<file path="src/source/fp_config.svh">
`ifndef FP_CONFIG_SVH
`define FP_CONFIG_SVH

// Binary32 field widths
`define FP_EXP_W	8
`define FP_MAN_W	23

// Exponent bias of the format
`define FP_BIAS		127

// Multiplier bits retired per CALC cycle
// Four CALC cycles at 6 bits each cover the whole 24-bit mantissa
`define FP_STEP		6

`endif

</file>
<file path="src/source/fp_format_pkg.sv">
`include "fp_config.svh"

package fp_format_pkg;

	// Raw binary32 word as it sits in a register
	typedef logic [`FP_EXP_W+`FP_MAN_W:0]	fp_word_t;

	// Mantissa including the hidden bit
	typedef logic [`FP_MAN_W:0]				fp_man_t;

	// Biased exponent with headroom for a sum of two exponents and a negative result
	typedef logic [`FP_EXP_W+1:0]			fp_exp_t;

	typedef struct packed {
		logic		sign;
		fp_exp_t	exp;
		fp_man_t	man;
		logic		zero;		// Zero or flushed subnormal
		logic		inf;
		logic		snan;
		logic		qnan;
	} fp_operand_t;

endpackage

</file>
<file path="src/source/fp_round_pkg.sv">
package fp_round_pkg;

	import fp_format_pkg::*;

	typedef enum logic [2:0] {
		rm_rne	= 3'd0,		// Nearest, ties to even
		rm_rtz	= 3'd1,
		rm_rdn	= 3'd2,
		rm_rup	= 3'd3,
		rm_rmm	= 3'd4		// Nearest, ties away from zero
	} fp_rm_t;

	typedef struct packed {
		logic	invalid;
		logic	overflow;
		logic	underflow;
		logic	inexact;
	} fp_flags_t;

	// Unrounded product, exponent is still the sum of both biased exponents
	typedef struct packed {
		logic		sign;
		fp_exp_t	exponent;
		fp_man_t	mantissa;
		logic		round_bit;
		logic		sticky_bit;
		logic		skip_round;		// Special value, pack as is
		logic		invalid;
		fp_rm_t		rm;
	} fp_product_t;

endpackage

</file>
<file path="src/source/float_multiplier.sv">
`timescale 1ns/1ns

`include "fp_config.svh"

module float_multiplier
	import fp_format_pkg::*;
	import fp_round_pkg::*;
(
	input	logic			clk,
	input	logic			reset,

	input	logic			valid_in,
	output	logic			ready_out,
	output	logic			valid_out,
	input	logic			ready_in,

	input	fp_rm_t			rm,
	input	fp_operand_t	a,
	input	fp_operand_t	b,

	output	fp_product_t	product
);

	localparam int MAN_LEN	= `FP_MAN_W + 1;
	localparam int RES_W	= 2 * MAN_LEN;
	localparam int ACC_W	= MAN_LEN + `FP_STEP;
	localparam int STEPS	= MAN_LEN / `FP_STEP;

	localparam fp_exp_t	EXP_SPECIAL	= fp_exp_t'((1 << `FP_EXP_W) - 1);

	typedef enum logic {st_idle, st_calc} state_t;

	state_t				state;
	logic	[1:0]		counter;
	logic				skip_round;

	fp_man_t			man_b_q;
	logic	[RES_W-1:0]	res_q;
	fp_exp_t			exp_q;
	logic				sign_q;
	logic				invalid_q;
	fp_rm_t				rm_q;

	logic				accept;
	logic				invalid;
	logic				is_nan;
	logic				is_special;
	logic				sign_ab;
	logic	[ACC_W-1:0]	acc;

	assign invalid		= a.snan || b.snan || (a.zero && b.inf) || (a.inf && b.zero);
	assign is_nan		= invalid || a.qnan || b.qnan;
	assign is_special	= is_nan || a.inf || b.inf || a.zero || b.zero;
	assign sign_ab		= a.sign ^ b.sign;

	assign ready_out	= ready_in && state == st_idle;
	assign accept		= valid_in && ready_out;

	always_ff @(posedge clk or posedge reset) begin
		if (reset) begin
			valid_out	<= 1'b0;
			skip_round	<= 1'b0;
			counter		<= 2'd0;
			state		<= st_idle;
		end else if (accept) begin
			counter		<= 2'd0;
			skip_round	<= is_special;
			if (is_special) begin
				valid_out	<= 1'b1;	// Special results are ready right away
				state		<= st_idle;
			end else begin
				valid_out	<= 1'b0;
				state		<= st_calc;
			end
		end else begin
			case (state)
				st_idle: begin
					if (valid_out && ready_in)
						valid_out	<= 1'b0;
				end
				st_calc: begin
					if (counter == 2'(STEPS - 1)) begin
						valid_out	<= 1'b1;
						state		<= st_idle;
					end else begin
						counter		<= counter + 2'd1;
					end
				end
				default: state	<= st_idle;
			endcase
		end
	end

	always_ff @(posedge clk) begin
		if (accept) begin
			rm_q		<= rm;
			invalid_q	<= invalid;
			man_b_q		<= b.man;
			if (is_nan) begin
				// Canonical quiet NaN
				res_q	<= {2'b11, {(RES_W-2){1'b0}}};
				exp_q	<= EXP_SPECIAL;
				sign_q	<= 1'b0;
			end else if (a.inf || b.inf) begin
				res_q	<= {1'b1, {(RES_W-1){1'b0}}};
				exp_q	<= EXP_SPECIAL;
				sign_q	<= sign_ab;
			end else if (a.zero || b.zero) begin
				res_q	<= '0;
				exp_q	<= '0;
				sign_q	<= sign_ab;
			end else begin
				res_q	<= {{MAN_LEN{1'b0}}, a.man};	// Multiplier sits in the low half
				exp_q	<= a.exp + b.exp;
				sign_q	<= sign_ab;
			end
		end else if (state == st_calc) begin
			res_q	<= {acc, res_q[MAN_LEN-1:`FP_STEP]};
		end
	end

	// Partial products for the low multiplier bits, added onto the upper half
	always_comb begin
		acc	= {{`FP_STEP{1'b0}}, res_q[RES_W-1:MAN_LEN]};
		for (int i = 0; i < `FP_STEP; i++) begin
			if (res_q[i])
				acc	= acc + (ACC_W'(man_b_q) << i);
		end
	end

	always_comb begin
		product.sign		= sign_q;
		product.skip_round	= skip_round;
		product.invalid		= invalid_q;
		product.rm			= rm_q;

		if (res_q[RES_W-1] || skip_round) begin
			// Product in [2,4) shifts one place and bumps the exponent
			product.exponent	= exp_q + fp_exp_t'(!skip_round);
			product.mantissa	= res_q[RES_W-1:MAN_LEN];
			product.round_bit	= res_q[MAN_LEN-1];
			product.sticky_bit	= |res_q[MAN_LEN-2:0];
		end else begin
			product.exponent	= exp_q;
			product.mantissa	= res_q[RES_W-2:MAN_LEN-1];
			product.round_bit	= res_q[MAN_LEN-2];
			product.sticky_bit	= |res_q[MAN_LEN-3:0];
		end
	end

endmodule

</file>
<file path="src/source/fp_mul_unit.sv">
`timescale 1ns/1ns

module fp_mul_unit
	import fp_format_pkg::*;
	import fp_round_pkg::*;
(
	input	logic		clk,
	input	logic		reset,

	input	fp_word_t	a,
	input	fp_word_t	b,
	input	fp_rm_t		rm,
	input	logic		valid_in,
	output	logic		ready_out,

	output	fp_word_t	result,
	output	fp_flags_t	flags,
	output	logic		valid_out,
	input	logic		ready_in
);

	fp_operand_t	op_a;
	fp_operand_t	op_b;
	fp_product_t	product;

	fp_unpack unpack_a (
		.word		(a),
		.operand	(op_a)
	);

	fp_unpack unpack_b (
		.word		(b),
		.operand	(op_b)
	);

	// Iterative core, one operation in flight at a time
	float_multiplier mul0 (
		.clk		(clk),
		.reset		(reset),
		.valid_in	(valid_in),
		.ready_out	(ready_out),
		.valid_out	(valid_out),
		.ready_in	(ready_in),
		.rm			(rm),
		.a			(op_a),
		.b			(op_b),
		.product	(product)
	);

	fp_round_pack pack0 (
		.product	(product),
		.result		(result),
		.flags		(flags)
	);

endmodule

</file>
<file path="src/source/fp_round_pack.sv">
`timescale 1ns/1ns

`include "fp_config.svh"

module fp_round_pack
	import fp_format_pkg::*;
	import fp_round_pkg::*;
(
	input	fp_product_t	product,
	output	fp_word_t		result,
	output	fp_flags_t		flags
);

	localparam fp_exp_t	EXP_ALL_ONES	= fp_exp_t'((1 << `FP_EXP_W) - 1);

	fp_exp_t				exp_unb;
	fp_exp_t				exp_fin;
	logic	[`FP_MAN_W+1:0]	man_sum;
	logic	[`FP_MAN_W-1:0]	frac_fin;
	logic					inc;
	logic					inexact;
	logic					to_inf;

	assign inexact	= product.round_bit || product.sticky_bit;
	assign exp_unb	= product.exponent - fp_exp_t'(`FP_BIAS);

	always_comb begin
		case (product.rm)
			rm_rne: inc	= product.round_bit && (product.sticky_bit || product.mantissa[0]);
			rm_rtz: inc	= 1'b0;
			rm_rdn: inc	= product.sign && inexact;
			rm_rup: inc	= !product.sign && inexact;
			rm_rmm: inc	= product.round_bit;
			default: inc	= 1'b0;
		endcase

		// Overflow goes to infinity unless the mode rounds toward zero for this sign
		case (product.rm)
			rm_rne, rm_rmm: to_inf	= 1'b1;
			rm_rdn: to_inf	= product.sign;
			rm_rup: to_inf	= !product.sign;
			default: to_inf	= 1'b0;
		endcase
	end

	always_comb begin
		man_sum	= {1'b0, product.mantissa} + (`FP_MAN_W+2)'(inc);

		if (man_sum[`FP_MAN_W+1]) begin
			frac_fin	= man_sum[`FP_MAN_W:1];		// Carry out, mantissa back to 1.0
			exp_fin		= exp_unb + fp_exp_t'(1);
		end else begin
			frac_fin	= man_sum[`FP_MAN_W-1:0];
			exp_fin		= exp_unb;
		end
	end

	always_comb begin
		flags			= '0;
		flags.invalid	= product.invalid;

		if (product.skip_round) begin
			result	= {product.sign, product.exponent[`FP_EXP_W-1:0],
				product.mantissa[`FP_MAN_W-1:0]};
		end else if ($signed(exp_fin) >= $signed(EXP_ALL_ONES)) begin
			flags.overflow	= 1'b1;
			flags.inexact	= 1'b1;
			if (to_inf)
				result	= {product.sign, {`FP_EXP_W{1'b1}}, {`FP_MAN_W{1'b0}}};
			else
				result	= {product.sign, {(`FP_EXP_W-1){1'b1}}, 1'b0, {`FP_MAN_W{1'b1}}};
		end else if ($signed(exp_fin) <= 0) begin
			// Below the normal range, flushed to signed zero
			flags.underflow	= 1'b1;
			flags.inexact	= 1'b1;
			result			= {product.sign, {(`FP_EXP_W+`FP_MAN_W){1'b0}}};
		end else begin
			flags.inexact	= inexact;
			result			= {product.sign, exp_fin[`FP_EXP_W-1:0], frac_fin};
		end
	end

endmodule

</file>
<file path="src/source/fp_unpack.sv">
`timescale 1ns/1ns

`include "fp_config.svh"

module fp_unpack
	import fp_format_pkg::*;
(
	input	fp_word_t		word,
	output	fp_operand_t	operand
);

	logic	[`FP_EXP_W-1:0]	exp_field;
	logic	[`FP_MAN_W-1:0]	frac;
	logic					exp_ones;

	assign exp_field	= word[`FP_EXP_W+`FP_MAN_W-1:`FP_MAN_W];
	assign frac			= word[`FP_MAN_W-1:0];
	assign exp_ones		= &exp_field;

	always_comb begin
		operand.sign	= word[`FP_EXP_W+`FP_MAN_W];
		operand.exp		= {2'b00, exp_field};

		// A zero exponent field covers subnormals too, they become zero here
		operand.zero	= exp_field == '0;
		operand.inf		= exp_ones && frac == '0;

		// Top fraction bit tells a quiet NaN from a signaling one
		operand.qnan	= exp_ones && frac[`FP_MAN_W-1];
		operand.snan	= exp_ones && frac != '0 && !frac[`FP_MAN_W-1];

		if (operand.zero)
			operand.man	= '0;
		else
			operand.man	= {1'b1, frac};	// Hidden bit restored
	end

endmodule

</file>
<file path="config.mk">
export PLATFORM = sky130hd
export DESIGN_NAME = fp_mul_unit
export DESIGN_NICKNAME = d
export VERILOG_FILES = /design/src/source/fp_format_pkg.sv /design/src/source/fp_round_pkg.sv /design/src/source/float_multiplier.sv /design/src/source/fp_mul_unit.sv /design/src/source/fp_round_pack.sv /design/src/source/fp_unpack.sv
export VERILOG_INCLUDE_DIRS = /design/src /design/src/source
export SDC_FILE = /design/constraint.sdc
export NUM_CORES = 1
export LEC_CHECK = 0
export BUFFER_PORTS_ARGS = -buffer_cell sky130_fd_sc_hd__buf_4
export CORE_ASPECT_RATIO = 1.2
export CORE_UTILIZATION = 55
export DETAILED_ROUTE_END_ITERATION = 16
export HOLD_SLACK_MARGIN = 0.12
export MAX_ROUTING_LAYER = met4
export PLACE_DENSITY = 0.78
export SYNTH_ARGS = -nofsm -noshare
export SYNTH_HDL_FRONTEND = slang
export SYNTH_SLANG_ARGS = --single-unit
</file>
<file path="constraint.sdc">
create_clock -name clk -period 20.1 [get_ports clk]
set_input_delay 4.02 -clock clk [delete_from_list [all_inputs] [get_ports clk]]
set_output_delay 4.02 -clock clk [all_outputs]
set_load 0.02 [all_outputs]
</file>
==> results of run 1 <==
==> registers in the layout, indices dropped and copies added (netlist names) <==
register and flops:
mul0.res_q 48, mul0.man_b_q 24, mul0.exp_q 9, mul0.rm_q 3, mul0.counter 2, mul0.invalid_q 1
mul0.sign_q 1, mul0.skip_round 1, mul0.state 1, mul0.valid_out 1
==> metal layers <==
metal / part of all wire [%] / vias up
met5: 0 / -
met4: 3.3 / 0
li1: - / 7813
met2: 46 / 656
met3: 6.8 / 88
met1: 44 / 7774
==> path summary, 6_finish.rpt <==
check / cells past startpoint / end / start / slack (ps)
worst min register to register: 2 / mul0.counter[1] / mul0.counter[1] / 510
worst max register to register: 46 / mul0.res_q[45] / mul0.man_b_q[1] / 8060
min in group asynchronous: 2 / mul0.valid_out / reset / 3600
worst min-delay path: 2 / mul0.counter[1] / mul0.counter[1] / 510
worst max-delay path: 46 / mul0.res_q[45] / mul0.man_b_q[1] / 8060
max in group asynchronous: 2 / mul0.skip_round / reset / 16260
==> metrics by stage <==
| step | area [sq um] | setup slack [ps] | util [%] | instances |
|---|---|---|---|---|
| 2_1_floorplan | 16100 | 10120 | - | 2043 |
| 6_report | 17400 | 8060 | 60.6 | 2480 |
| 5_1_grt | 17400 | 7350 | 60.6 | 2480 |
| 3_3_place_gp | 17100 | 8430 | 59.6 | 2464 |
| 4_1_cts | 17400 | 8220 | 60.6 | 2480 |
| 3_5_place_dp | 17100 | 8280 | 59.6 | 2464 |
==> worst min-delay path, stage by stage (launching register included) <==
cell and delay (ps):
dfrtp_1 350, nand3_1 60, o21ai_0 60
==> cell type report <==
cell class	count	area [sq um]	share of cell area [%]
sequential	91	2710	15.5
clock inverter	7	80.1	0.459
multi-input combinational	1771	12700	72.6
timing repair buffer	125	938	5.38
tap	385	482	2.76
clock buffer	9	225	1.29
inverter	92	345	1.98
==> synthesized netlist by cell type (35+ instances only) <==
| master | number | area (sq um) |
|---|---|---|
| a21o_1 | 90 | 676 |
| a21oi_1 | 154 | 771 |
| and2_1 | 41 | 257 |
| clkbuf_1 | 63 | 236 |
| edfxtp_1 | 86 | 2580 |
| ha_1 | 170 | 2130 |
| inv_1 | 91 | 342 |
| nand2_1 | 204 | 766 |
| nand3_1 | 61 | 305 |
| nor2_1 | 140 | 526 |
| nor3_1 | 38 | 190 |
| o21a_1 | 35 | 263 |
| o21ai_0 | 140 | 701 |
| xnor2_1 | 91 | 797 |
| xor2_1 | 56 | 490 |
==> layout by cell type, fill, tap and decap left out, types with 13 or more instances in the layout <==
master / Yosys / final
nand2_1: 204 / 204
o21ai_0: 140 / 140
a211oi_1: 33 / 33
nand2b_1: 16 / 15
o21a_1: 35 / 35
nor2b_1: 17 / 17
or2_2: 14 / 14
nor4_1: 28 / 28
a2bb2oi_2: 17 / 17
a21oi_1: 154 / 154
xnor2_1: 91 / 91
a21o_1: 90 / 90
o31ai_1: 13 / 13
nor3_1: 38 / 38
xor2_1: 56 / 56
edfxtp_1: 86 / 86
or3_1: 14 / 14
o211ai_1: 28 / 28
ha_1: 170 / 170
nand4_1: 23 / 23
mux2_2: 33 / 33
a31oi_1: 18 / 18
mux2i_1: 20 / 20
nor2_1: 140 / 140
nand3_1: 61 / 61
and3_1: 21 / 21
buf_4: 3 / 125
inv_1: 91 / 90
o21bai_1: 25 / 25
and2_1: 41 / 41
==> logic make-up (layout without fill, tap and decap cells) <==
kind of cell / count (synthesis) / in the layout / share of synthesized area, %
xor+xnor: 151 / 151 / 8.43
compound gates: 713 / 713 / 31.4
flops: 91 / 91 / 16.8
mux: 53 / 53 / 3.55
buf+inv: 181 / 233 / 4.63
simple gates: 677 / 677 / 21.2
fa+ha+maj: 177 / 177 / 14.1
==> reports/results.ini, run 1 <==
[status]
status=finished, final reports clean

[sta]
hold_viol_final=0
rsz0062_at_grt=no
period_needed_ps=12040
worst_slew_pin_slew_ps=1180
clock.fmax_mhz=83.0
final_max_slew_viol_count=0
slew_headroom_pct=20.8
finClkSkew_ps=14.8
hold_ws_ps=508
post-route-period-util_pct=59.9
setup_viol=0
tns_ps=0

[layout]
n_antenna_cell=0
drive_gt1_share_pct=12.1
fill_cells=2641
finalNetCount=2338
area_delta_synth_final_pct=8.24

[grt]
grt_pass1_wl_mm=80.0
use_met1_pct=46.7
first_global_vias=15100
met3_usage_pct=3.41
grt_overflow=0
grt_max_degree=51
busiest_layer=met2
grt_usage_pct=35.2
use_met2_pct=55.2
antenna_found_initial=0

[routing]
ant_nets=0
vias_per_cell=6.59
drt_wl_total_mm=51.6
via_count=16300
drt_iter0_drc=1234
first_pass_iters=5
drc=0
wire_per_inst_microns=20.8

[placement]
portBuffers=108
dp_hpwl_mm=41.2
place_congestion=0.961

[floorplan]
die_area_sq_um=30000
design.core.area_sq_um=28800
chipHeight_microns=190
ios=109
die_w_microns=158
start_util_pct=56.0
num_rows=68

[clocking]
post_cts_resized=0
cts_setup_buffers=0
path_clk_slew_ps=90
cts_buffers=9
clk_path_buf_depth=2
cts_tree=yes
root_buffer=clkbuf_16
clock_latency_ps=380
ctsHoldBuffers=0
htreeDepth=3
cts_sinks=91

[critical_path]
cp_data_required_time_ps=20240
path_class=register to register
cp_num_buf_inv=2
crit_path_start_kind=register
cp-end-kind=register
arrival_ps=12180
crit_fanout=8
cpPeakStageDelay_ps=630
cpMaxStageDelayCell=a2111oi_0
crit_family=compound AO/OA/AOI/OAI gates

[hold_path]
min_path_type=register to register

[synthesis]
postSynthCellCount=2043
synthArstFlopShare_pct=5.49
synth_seq_cells=91
syn_area_sq_um=16100
synth_edf_count=86
yosysSeqAreaShare_pct=16.8
syn_avg_cell_area_sq_um=7.89
synthFlopType=edfxtp_1
ys_warn_count=0
syn_nets=2291
synth.distinct_cells=112

[job]
drv_cap=0

Power of run 1 is not shown: default switching activity piles up to over one toggle a cycle in this logic, so the estimate is an artifact.
==> run 2: changes to the inputs <==
--- a/config.mk
+++ b/config.mk
@@ -6,6 +6,7 @@
 export SDC_FILE = /design/constraint.sdc
 export NUM_CORES = 1
 export LEC_CHECK = 0
+export ABC_AREA = 1
 export BUFFER_PORTS_ARGS = -buffer_cell sky130_fd_sc_hd__buf_4
 export CORE_ASPECT_RATIO = 1.2
 export CORE_UTILIZATION = 55
==> constraint.sdc (replaced) <==
create_clock -name clk -period 11.2 [get_ports clk]
set_input_delay 2.24 -clock clk [delete_from_list [all_inputs] [get_ports clk]]
set_output_delay 2.24 -clock clk [all_outputs]
set_load 0.02 [all_outputs]
==> run 2 against run 1 <==
Final area up 3.4%. Non-clock buffer count increased by 66. Final cell count rose by 27%. Synthesized area fell by 0.40%. Flip-flop and latch count is the same. Synthesized cell count up 28%.
==> reports/results.ini, run 2 <==
[synthesis]
synth_edf_count=86
synthArstFlopShare_pct=5.49
yosysSeqAreaShare_pct=16.9
synth.distinct_cells=56
yosysTopAreaCell=nand2_1
postSynthCellCount=2625
syn_nets=2873
synth_seq_cells=91
yosysMostFrequentCell=nand2_1
synthFlopType=edfxtp_1
yosys.area.top_type_share_pct=18.0
syn_area_sq_um=16000
synth_commonest_cells=nand2_1 (770), inv_1 (315), nand3_1 (216), a21oi_1 (207), o21ai_0 (205)
synthTopCellsByArea=nand2_1 (18%), edfxtp_1 (16%), ha_1 (13%), inv_1 (7.4%), nand3_1 (6.7%)
syn_avg_cell_area_sq_um=6.11
ys_warn_count=0

[routing]
drt_iter0_drc=1730
vias_per_cell=5.99
ant_nets=0
via_count=18900
wire_per_inst_microns=19.6
first_pass_iters=5
drc=0
drt_wl_total_mm=61.8

[critical_path]
cpPeakStageDelay_ps=470
crit_fanout=7
cp-end-kind=register
reg2reg_to=mul0.res_q[43]
rrSetupSlack_ps=690
crit_path_start_kind=register
worstReg2RegStart=mul0.man_b_q[1]
path_class=register to register
r2r_cells=50
cpMaxStageDelayCell=o21ai_0
arrival_ps=10570
cp_data_required_time_ps=11260
cpMostUsedCell=a21oi_1

[placement]
place_congestion=1.02
portBuffers=108
dp_hpwl_mm=50.8

[sta]
slew_headroom_pct=15.2
setup_viol=0
worst_slew_pin_slew_ps=1270
period_needed_ps=10510
hold_viol_final=0
hold_ws_ps=492
clock.fmax_mhz=95.1
post-route-period-util_pct=93.9
final_max_slew_viol_count=0
finClkSkew_ps=5.09

[layout]
multiInputGateArea_sq_um=11900
layout_common_cells=nand2_1 (770), inv_1 (312), nand3_1 (216), a21oi_1 (201), buf_4 (191)
top_register=mul0.res_q
seqCellArea_sq_um=2710
final_common_cell=nand2_1
area_delta_synth_final_pct=12.4
n_antenna_cell=0
largest_reg_flops=48
finalNetCount=3015
drive_gt1_share_pct=10.2
fill_cells=2773
final_util_pct=62.7
top_regs=mul0.res_q (48), mul0.man_b_q (24), mul0.exp_q (9)

[grt]
grt_pass1_wl_mm=94.0
grt_usage_pct=42.2
antenna_found_initial=0
first_global_vias=17900
grt_max_degree=59
grt_overflow=0

[hold_path]
min-delay-start=mul0.counter[0]
min_to=mul0.counter[0]
holdPathStages=1
min_path_type=register to register

[clocking]
root_buffer=clkbuf_16
htreeDepth=3
cts_sinks=91
path_clk_slew_ps=70
clk_path_buf_depth=2
cts_buffers=9
cts_tree=yes
clock_latency_ps=340

[floorplan]
chipHeight_microns=189
num_rows=68
die_area_sq_um=29900
start_util_pct=55.8
design.core.area_sq_um=28800
die_w_microns=158
ios=109

[status]
status=finished, final reports clean

[job]
drv_cap=0

==> run 2: metal layers <==
layer	global-route usage (%)	routed length, microns	vias up
li1	-	-	9053
met1	48.0	23300	8621
met2	69.2	28600	966
met3	5.54	5120	269
met4	27.7	4780	0
met5	-	0	-
==> run 2: logic make-up after synthesis <==
group | share of synthesized area, %
DFF | 16.9
and+or+nand+nor | 36.7
AOI/OAI and AO/OA | 17.1
buffers and inverters | 9.41
muxes | 0.0624
xor gates and xnor gates | 5.73
adders and majority gates | 14.1
==> run 2: how the worst max path moves through the flow <==
stage | from | slack [ps] | to | cells past startpoint
finish | mul0.man_b_q[1] | 690 | mul0.res_q[43] | 50
global route | mul0.res_q[24] | -1 | mul0.res_q[46] | 60
CTS | mul0.man_b_q[0] | 240 | mul0.res_q[46] | 49
detailed placement | mul0.man_b_q[0] | 300 | mul0.res_q[46] | 49
global placement | mul0.man_b_q[0] | 360 | mul0.res_q[43] | 45
floorplan | mul0.man_b_q[1] | 2310 | mul0.res_q[46] | 50
==> run 2: final cells by class <==
cell class,count,share of cell area (%)
tap,385,2.67
timing repair buffer,191,7.95
clock inverter,6,0.409
multi-input combinational,2151,66.0
clock buffer,9,1.25
sequential,91,15.0
inverter,323,6.74
==> run 2: worst max-delay path, delay by kind of cell, from the launching register on <==
kind	cells	cell delay (ps)
buffers and inverters	4	490
xor gates and xnor gates	5	850
DFF	1	440
adders and majority gates	6	2140
AOI/OAI and AO/OA	18	3850
and+or+nand+nor	17	2460
==> run 2: per-stage QoR <==
| step | setup TNS, ps | setup slack (ps) | instance area, sq um | cells |
|---|---|---|---|---|
| global placement | 0 | 359 | 17600 | 3129 |
| finish | 0 | 687 | 18000 | 3156 |
| CTS | 0 | 237 | 17900 | 3144 |
| floorplan | 0 | 2310 | 16000 | 2625 |
| detailed placement | 0 | 299 | 17600 | 3129 |
| global route | -1.15 | -1.15 | 18000 | 3156 |
==> run 2: what timing repair did <==
item,in CTS,in global routing
gates resized for setup,0,34
setup buffers,0,12
endpoints found under the setup margin,0,11
hold buffers,0,0
Power of run 2 is left out for the same reason.
